[src/cmdq_pkg.sv]
package cmdq_pkg;

    // Word address into the on-chip SRAM, 256 words
    localparam int ADDR_W = 8;

    // Data word carried on the internal bus and the host ports
    localparam int DATA_W = 32;

    // Command entry layout from the top bit down is opcode, address, data
    localparam int CMD_W = 1 + ADDR_W + DATA_W;

    typedef enum logic {
        CMD_READ  = 1'b0,
        CMD_WRITE = 1'b1
    } cmd_op_e;

    // Bus master sequencing
    typedef enum logic [1:0] {
        WBM_IDLE = 2'd0,
        WBM_BUS  = 2'd1,
        WBM_DONE = 2'd2
    } wbm_state_e;

endpackage

[src/wb_cmd_master.sv]
module wb_cmd_master import cmdq_pkg::*; (
    input  logic              clk,
    input  logic              reset,
    input  logic              cmd_empty,
    input  logic [CMD_W-1:0]  cmd_head,
    output logic              cmd_pop,
    input  logic              rsp_full,
    output logic              rsp_push,
    output logic [DATA_W-1:0] rsp_data,
    output logic              wb_cyc,
    output logic              wb_stb,
    output logic              wb_we,
    output logic [ADDR_W-1:0] wb_adr,
    output logic [DATA_W-1:0] wb_dat_w,
    input  logic              wb_ack,
    input  logic [DATA_W-1:0] wb_dat_r
);
    wbm_state_e        state;
    cmd_op_e           head_op;
    logic [ADDR_W-1:0] head_adr;
    logic [DATA_W-1:0] head_dat;
    logic              can_start;
    logic              bus_done;

    // Split the head entry into its fields
    assign head_op  = cmd_op_e'(cmd_head[CMD_W-1]);
    assign head_adr = cmd_head[DATA_W +: ADDR_W];
    assign head_dat = cmd_head[DATA_W-1:0];

    // A read only starts when its response has somewhere to go
    assign can_start = ~cmd_empty & ((head_op == CMD_WRITE) | ~rsp_full);
    assign bus_done  = (state == WBM_BUS) & wb_ack;

    always_ff @(posedge clk) begin
        if (reset) begin
            state  <= WBM_IDLE;
            wb_cyc <= 1'b0;
            wb_stb <= 1'b0;
        end else begin
            case (state)
                WBM_IDLE: begin
                    if (can_start) begin
                        state  <= WBM_BUS;
                        wb_cyc <= 1'b1;
                        wb_stb <= 1'b1;
                    end
                end
                WBM_BUS: begin
                    if (wb_ack) begin
                        state  <= WBM_DONE;
                        wb_cyc <= 1'b0;
                        wb_stb <= 1'b0;
                    end
                end
                default: begin
                    state <= WBM_IDLE;
                end
            endcase
        end
    end

    // Address, data and direction are captured when the cycle opens
    always_ff @(posedge clk) begin
        if (state == WBM_IDLE && can_start) begin
            wb_we    <= (head_op == CMD_WRITE);
            wb_adr   <= head_adr;
            wb_dat_w <= head_dat;
        end
    end

    // The command leaves the queue on the ack edge, and a read hands over its data
    assign cmd_pop  = bus_done;
    assign rsp_push = bus_done & ~wb_we;
    assign rsp_data = wb_dat_r;

endmodule

[config.mk]
export PLATFORM = sky130hd
export DESIGN_NAME = wb_cmd_master
export DESIGN_NICKNAME = d
export VERILOG_FILES = /design/src/cmdq_pkg.sv /design/src/wb_cmd_master.sv
export SDC_FILE = /design/constraint.sdc
export NUM_CORES = 1
export LEC_CHECK = 0
export BUFFER_PORTS_ARGS = -buffer_cell sky130_fd_sc_hd__buf_2
export CAP_MARGIN = 20
export CORE_UTILIZATION = 39
export CTS_CLUSTER_DIAMETER = 60
export DETAILED_ROUTE_END_ITERATION = 16
export HOLD_SLACK_MARGIN = 0.03
export PLACE_DENSITY = 0.95
export SYNTH_ARGS = -nofsm -noshare
export SYNTH_HDL_FRONTEND = slang
export SYNTH_SLANG_ARGS = --single-unit
[constraint.sdc]
create_clock -name clk -period 5.45 [get_ports clk]
set_input_delay 1.09 -clock clk [delete_from_list [all_inputs] [get_ports clk]]
set_output_delay 1.09 -clock clk [all_outputs]
set_load 0.01 [all_outputs]
==> flow_summary.rst, run 1 <==
.. list-table::
   :header-rows: 1

   * - Metric
     - Value
   * - Area of the die
     - 0.004413 sq mm
   * - Final cell count without fillers
     - 204
   * - Leading cell types by total area after synthesis
     - sky130_fd_sc_hd__edfxtp_1 (76%), sky130_fd_sc_hd__buf_4 (15%), sky130_fd_sc_hd__dfxtp_1 (3.7%), sky130_fd_sc_hd__o32ai_2 (1.0%), sky130_fd_sc_hd__nor2_1 (0.70%)
   * - Synthesized-area fraction occupied by adder cells
     - 0%
   * - Post-synth top area cell
     - sky130_fd_sc_hd__edfxtp_1
   * - Outcome
     - complete, no violations
   * - Final setup vio count
     - 0
   * - Warnings from Yosys
     - 0
   * - Relative max-transition margin
     - 67.60%
   * - Number of distinct library cells after synthesis
     - 12
   * - CTS tree
     - done
   * - Number of core rows
     - 23
   * - Post-synthesis register bit count
     - 44
   * - Total count of hold-check failures in the final report
     - 0
   * - Cell area after synthesis
     - 0.001619 sq mm
   * - Net count of the finished layout
     - 231
   * - Via count of the first global-routing pass
     - 827
   * - Post-synthesis xor/xnor area fraction
     - 0%
   * - Final Cycle Share
     - 48.12%
   * - Cts-stage hold buffer count
     - 0
   * - Pin slew with the least headroom to its limit
     - 0.4849 ns
   * - Type of element launching the critical path
     - input port
   * - CP required
     - 4.36 ns
   * - Worst hold slack
     - 0.5533 ns
   * - Most common cell after layout, fill and taps aside
     - sky130_fd_sc_hd__buf_2
   * - Chain of cells forming the critical path
     - buf_2 > nand3b_1 > inv_1 > buf_2
   * - Post-placement cell count
     - 195
   * - Wire length the detailed router placed on met1
     - 884 um
   * - Clock transition at the registers of the reported paths
     - approximately 0.070 ns
   * - Initial Utilization
     - 40.48%
   * - Power density over the cells
     - 326.4 mW/mm^2
   * - Wire length of the first global-routing pass
     - 3857 um
   * - Clock Skew
     - approximately 0.0038 ns
   * - Placed instance area
     - about 0.0019 sq mm
   * - CP max stage delay
     - 0.13 ns
   * - Critical path data arrival time
     - 1.53 ns
   * - Clk sink count
     - 44
   * - Worst-skew pair later-pin latency
     - 0.29 ns
   * - Antenna violations before repair
     - 0
   * - Detailed router's first-iteration violation count
     - ~50
   * - Layout overhead on the synthesized area
     - 23.65%
   * - Final weighted congestion of routability-driven global placement
     - 0.5925
   * - Critical Path Fanout Max
     - 3
   * - Sum of routed wire length over all layers
     - roughly 2900 um
   * - Synthesized-area fraction occupied by ao, oa, aoi and oai cells
     - about 1.5%
   * - All-layer global routing usage
     - 13.07%
   * - Final Max Slew Viols
     - 0
   * - DR vias
     - ~900
   * - Setup WS post-layout
     - 2.828 ns
   * - Dominant delay contributor by cell family on the critical path
     - buffers and inverters
   * - Grt ovf
     - 0
   * - Filler instances
     - between 300 and 400
   * - Path class of the lowest-slack min-delay path
     - flip-flop to flip-flop
   * - Area share of the leading cell type in the synthesized netlist
     - around 76%
   * - Final Cell Area
     - 0.002002 sq mm
   * - Chip Height
     - 66.43 um
   * - Mux cell area share after synthesis
     - 0%
   * - Area taken by flip-flops and latches
     - 0.001291 sq mm
   * - Leading cell types in the layout, fill and taps excluded
     - sky130_fd_sc_hd__buf_2 (90), sky130_fd_sc_hd__edfxtp_1 (41), sky130_fd_sc_hd__clkbuf_8 (5), sky130_fd_sc_hd__dfxtp_1 (3)
   * - Slowest cell on the critical path
     - sky130_fd_sc_hd__buf_2
   * - Number of top-level design ports
     - 155
   * - Total negative slack for setup checks
     - 0 ns
   * - Static leakage
     - roughly 0.86 nW
   * - Pre-CTS worst setup slack
     - 2.646 ns
   * - Highest Signal Layer
     - met4
   * - ANT nets after route
     - 0
   * - Worst path buffer plus inverter count
     - 3
   * - Capturing element type of the critical path
     - output port
   * - Core Region
     - 0.004000 sq mm
   * - Remaining design rule violation count
     - 0
   * - Final min period
     - 2.622 ns
   * - Vias per std cell
     - 4.480
   * - Max-capacitance violation count
     - 0
   * - Root Driver
     - sky130_fd_sc_hd__clkbuf_8
   * - Main combinational cell family by area after synthesis
     - buffers and inverters
   * - Simple-gate area share of the yosys netlist
     - 3.246%
   * - Portion of the post-synthesis area used by sequential elements
     - 79.75%
   * - Cells resized by post-CTS repair
     - 0
   * - Die width
     - about 66 um
   * - Highest Clock Rate
     - 0.3813 GHz
   * - Cells after Synth
     - 88
   * - Fraction of layout instances using a drive strength above 1
     - about two thirds
   * - Area of the multi-input gates
     - 83.83 sq um
   * - Bufs on Longest Clock Path
     - 2
   * - Post-CTS setup buffer count
     - 0
   * - DR pass1 iterations
     - 4
   * - Routed length on met3
     - 386 um
   * - Number of H-tree levels
     - 2
   * - Diode count
     - 0
   * - Pin count of the biggest net entering global routing
     - 42
   * - Most numerous cell on the critical path
     - sky130_fd_sc_hd__buf_2
   * - Unrepaired setup endpoints after global routing
     - no
   * - Total clock buffers created by CTS
     - 5
   * - Syn_area_per_cell
     - 18.40 sq um
   * - Average wire per standard cell
     - 13.97 um
   * - Worst vdd ir
     - 232.8 uV
   * - Post-Synthesis Net Count
     - 166
   * - Length of routed met2 wiring
     - 1300 um
   * - Crit Path Category
     - input port to output port
   * - Count of input and output buffers
     - 90
worst reg2reg max path: stages (launching register included):
cell and delay [ns]:
sky130_fd_sc_hd__dfxtp_1 0.32, sky130_fd_sc_hd__or3_4 0.42, sky130_fd_sc_hd__nor2_4 0.40, sky130_fd_sc_hd__buf_16 0.24
metal layers:
metal / up-vias / GRT usage (%)
li1: 411 / -
met1: 406 / 11.36
met2: 71 / 19.01
met3: 26 / 7.586
met4: 0 / 15.69
met5: - / 0
final timing paths:
path         depth (start not counted)  slack [ns]      from           to
max                                  4        2.83    wb_ack      cmd_pop
min                                  2        0.55  state[1]     state[0]
max reg2reg                          3        3.77  state[1]  wb_dat_w[5]
min reg2reg                          2        0.55  state[1]     state[0]
state kept, by name (all words and copies together), names as in the netlist:
signal and flops:
state 2, wb_adr 8, wb_dat_w 32, wb_we 1, wb_stb 1
cell families (layout without fill, tap and decap cells):
family	Yosys count	after routing
flops	44	44
simple gates	8	8
compound gates	2	2
buf+inv	34	100
layout make-up:
| class | instances | area share (%) |
|---|---|---|
| clock buffers | 5 | 3.438 |
| clock inverters | 3 | 0.6875 |
| inverters | 1 | 0.1875 |
| multi-input cells | 10 | 4.188 |
| flip-flops and latches | 44 | 64.50 |
| well taps | 50 | 3.125 |
| repair buffers | 91 | 23.87 |
stage by stage:
step	power (mW)	util (%)
after global routing	0.6826	50.05
after global placement	0.4699	47.29
after floorplan	0.4591	-
after CTS	0.6596	49.36
after detailed placement	0.4728	47.29
final	0.6535	50.05
cell usage after synthesis:
cell                       count
sky130_fd_sc_hd__nor2_1        3
sky130_fd_sc_hd__o32ai_2       1
sky130_fd_sc_hd__edfxtp_1     41
sky130_fd_sc_hd__nand3b_1      1
sky130_fd_sc_hd__nor2b_1       1
sky130_fd_sc_hd__dfxtp_1       3
sky130_fd_sc_hd__or4b_1        1
sky130_fd_sc_hd__o31ai_1       1
sky130_fd_sc_hd__or3_4         1
sky130_fd_sc_hd__buf_4        33
sky130_fd_sc_hd__nand2b_1      1
sky130_fd_sc_hd__inv_1         1
power breakdown:
group	internal (mW)	switching [mW]	total, mW
Combinational	0.0311	0.0355	0.0666
Sequential	0.395	0.00542	0.401
Clock	0.0869	0.0993	0.186
Total	0.513	0.140	0.653
Power figures use the tool's default switching activity.
==> run 2, diff against run 1 <==
- ABC_AREA: unset -> 1
- CORE_UTILIZATION: 39 -> 36
- PLACE_DENSITY: 0.95 -> 0.9
- clock period: 5.45 -> 2.5 ns (I/O delays scaled with it)
==> flow_summary.rst, run 2 <==
.. list-table::
   :header-rows: 1

   * - Metric
     - Value
   * - Area of the die
     - about 0.0048 sq mm
   * - Relative max-transition margin
     - 65.53%
   * - Worst vdd ir
     - 411.9 uV
   * - Antenna violations before repair
     - 0
   * - Area taken by flip-flops and latches
     - 0.001291 sq mm
   * - Highest Clock Rate
     - about 0.65 GHz
   * - Warnings from Yosys
     - 0
   * - Average wire per standard cell
     - 16.84 um
   * - Final Max Slew Viols
     - 0
   * - Synthesized-area fraction occupied by adder cells
     - 0%
   * - Leading cell types by total area after synthesis
     - sky130_fd_sc_hd__edfxtp_1 (76%), sky130_fd_sc_hd__buf_4 (15%), sky130_fd_sc_hd__dfxtp_1 (3.7%), sky130_fd_sc_hd__nand3_2 (1.2%), sky130_fd_sc_hd__inv_1 (1.2%)
   * - Static leakage
     - 0.8718 nW
   * - Final setup vio count
     - 0
   * - Area of the multi-input gates
     - a little under 70 sq um
   * - Count of flip-flops with a built-in enable after synthesis
     - 41
   * - Estimated wirelength of the detail-placed design
     - between 2000 and 3000 um
   * - Remaining design rule violation count
     - 0
   * - Pin slew with the least headroom to its limit
     - 0.5164 ns
   * - Initial Utilization
     - 37.36%
   * - Crit Path Category
     - flip-flop to flip-flop
   * - Critical path data arrival time
     - 1.52 ns
   * - Number of top-level design ports
     - 155
   * - Worst-skew pair later-pin latency
     - roughly 0.28 ns
   * - Vias per std cell
     - 4.248
   * - Wire length of the first global-routing pass
     - 5099 um
   * - Leading cell types in the layout, fill and taps excluded
     - sky130_fd_sc_hd__buf_2 (90), sky130_fd_sc_hd__edfxtp_1 (41), sky130_fd_sc_hd__inv_1 (5), sky130_fd_sc_hd__clkbuf_8 (5), sky130_fd_sc_hd__dfxtp_1 (3)
   * - Detailed router's first-iteration violation count
     - 72
   * - Clock Skew
     - ~0.0057 ns
   * - Post-placement cell count
     - between 200 and 250
   * - Total count of hold-check failures in the final report
     - 0
   * - Post-Synthesis Net Count
     - 170
   * - Number of core rows
     - 24
   * - Post-synth top area cell
     - sky130_fd_sc_hd__edfxtp_1
   * - Final weighted congestion of routability-driven global placement
     - 0.6823
   * - Sum of routed wire length over all layers
     - 3536 um
   * - Post-synthesis register bit count
     - between 40 and 50
   * - Startpoint of the worst setup timing path
     - state[1]
   * - Path class of the lowest-slack min-delay path
     - input port to flip-flop
   * - Via count of the first global-routing pass
     - 872
   * - Reg2Reg Launch Point
     - state[1]
   * - Ys async rst share
     - 0%
   * - DR pass1 iterations
     - 4
   * - Synthesized-area fraction occupied by ao, oa, aoi and oai cells
     - 1.077%
   * - Largest registers
     - wb_dat_w (32), wb_adr (8), state (2)
   * - Worst r2r path cells
     - 4
   * - End point of the critical path
     - wb_dat_w[5]
   * - Most frequently used flop master after synthesis
     - sky130_fd_sc_hd__edfxtp_1
   * - Number of H-tree levels
     - 2
   * - Number of distinct library cells after synthesis
     - 11
   * - Final Cycle Share
     - between 60 and 70%
   * - Destination of the worst register-to-register timing path
     - wb_dat_w[5]
   * - Power density over the cells
     - 712.8 mW/mm^2
   * - Syn_area_per_cell
     - 17.68 sq um
   * - Capturing element type of the critical path
     - flip-flop
   * - Diode count
     - 0
   * - Type of element launching the critical path
     - flip-flop
   * - Portion of the post-synthesis area used by sequential elements
     - 79.38%
   * - Chip Height
     - around 69 um
   * - Core Region
     - approximately 0.0044 sq mm
   * - Clock transition at the registers of the reported paths
     - 0.08 ns
   * - Critical Path Fanout Max
     - 29
   * - Flip-flop count of the largest register after layout
     - 32
   * - Post-synthesis xor/xnor area fraction
     - 0%
   * - Outcome
     - complete, no violations
   * - Root Driver
     - sky130_fd_sc_hd__clkbuf_8
   * - Largest reg by FF count
     - wb_dat_w
   * - CTS tree
     - done
   * - Total negative slack for setup checks
     - 0 ns
   * - All-layer global routing usage
     - 14.57%
   * - Max-capacitance violation count
     - 0
   * - Post-CTS setup buffer count
     - 0
   * - Area share of the leading cell type in the synthesized netlist
     - about 76%
   * - Cts-stage hold buffer count
     - 0
   * - Count leader, synth
     - sky130_fd_sc_hd__edfxtp_1
   * - Worst hold slack
     - 0.3845 ns
   * - Cells after Synth
     - 92
   * - Total clock buffers created by CTS
     - 5
   * - Cell area after synthesis
     - 0.001627 sq mm
   * - Count of input and output buffers
     - 90
   * - Filler instances
     - 392
   * - CP required
     - 2.48 ns
   * - Grt ovf
     - 0
   * - Clk sink count
     - 44
   * - ANT nets after route
     - 0
   * - Simple-gate area share of the yosys netlist
     - around 3.2%
   * - Mux cell area share after synthesis
     - 0%
   * - Final min period
     - 1.540 ns
   * - Reg-to-reg slack, setup
     - ~0.96 ns
   * - Post-synth top cells
     - sky130_fd_sc_hd__edfxtp_1 (41), sky130_fd_sc_hd__buf_4 (33), sky130_fd_sc_hd__inv_1 (5)
   * - Fraction of layout instances using a drive strength above 1
     - about 65%
   * - DR vias
     - 892
   * - Net count of the finished layout
     - 235
   * - Bufs on Longest Clock Path
     - 2
   * - Die width
     - 69.22 um
   * - Cells resized by post-CTS repair
     - 0
   * - Final cell count without fillers
     - 210
   * - Main combinational cell family by area after synthesis
     - buffers and inverters
   * - Unrepaired setup endpoints after global routing
     - no
   * - Layout overhead on the synthesized area
     - 22.69%
   * - Most common cell after layout, fill and taps aside
     - sky130_fd_sc_hd__buf_2
   * - Pin count of the biggest net entering global routing
     - 30
## run 2: logic make-up (layout without fill, tap and decap cells)
family	count (synthesis)	in the layout
AO/OA/AOI/OAI	2	2
AND/OR/NAND/NOR	8	8
buffers and inverters	38	104
flip-flops	44	44
## run 2: power by group
group          switching, mW  total [mW]  internal, mW
Sequential            0.0121       0.871         0.859
Clock                  0.218       0.414         0.196
Combinational         0.0751       0.137        0.0623
## run 2: area by class of cell
cell class	count	share of cell area (%)
inverters	5	0.9404
clock inverters	1	0.2508
repair buffers	91	23.57
multi-input cells	10	3.448
well taps	52	3.260
flip-flops and latches	44	64.70
clock buffers	7	3.824
## run 2: worst max-delay path, stage by stage, from the launching register on
cell and delay [ns]:
sky130_fd_sc_hd__dfxtp_1 0.32, sky130_fd_sc_hd__nor2_2 0.12, sky130_fd_sc_hd__nand3_2 0.12, sky130_fd_sc_hd__inv_1 0.41
sky130_fd_sc_hd__buf_12 0.27
## run 2: per-layer routing
layer / up-vias / track usage [%] / part of all wire (%)
met5: - / 0 / 0
met3: 7 / 10.32 / 16
met2: 85 / 25.03 / 52
li1: 414 / - / -
met4: 0 / 5.669 / 1.5
met1: 386 / 13.08 / 30
## run 2: through the flow
stage | instance area, sq um | setup WS [ns] | utilization [%] | total power [mW]
after detailed placement | 1914 | 0.7012 | 43.97 | 1.029
after floorplan | 1627 | 0.6122 | - | 0.9950
after global placement | 1914 | 0.7700 | 43.97 | 1.024
final | 1996 | 0.9595 | 45.83 | 1.423
after CTS | 1996 | 0.9409 | 45.83 | 1.444
after global routing | 1996 | 0.8292 | 45.83 | 1.484
## run 2: worst min path at each step
stage                 startpoint      endpoint  slack, ns  depth (start not counted)
floorplan               state[0]      state[1]       0.50                          2
global placement          wb_stb        wb_stb       0.51                          2
detailed placement        wb_stb        wb_stb       0.51                          2
CTS                 cmd_head[17]  wb_dat_w[17]       0.37                          1
global route        cmd_head[17]  wb_dat_w[17]       0.36                          1
finish              cmd_head[19]  wb_dat_w[19]       0.38                          1
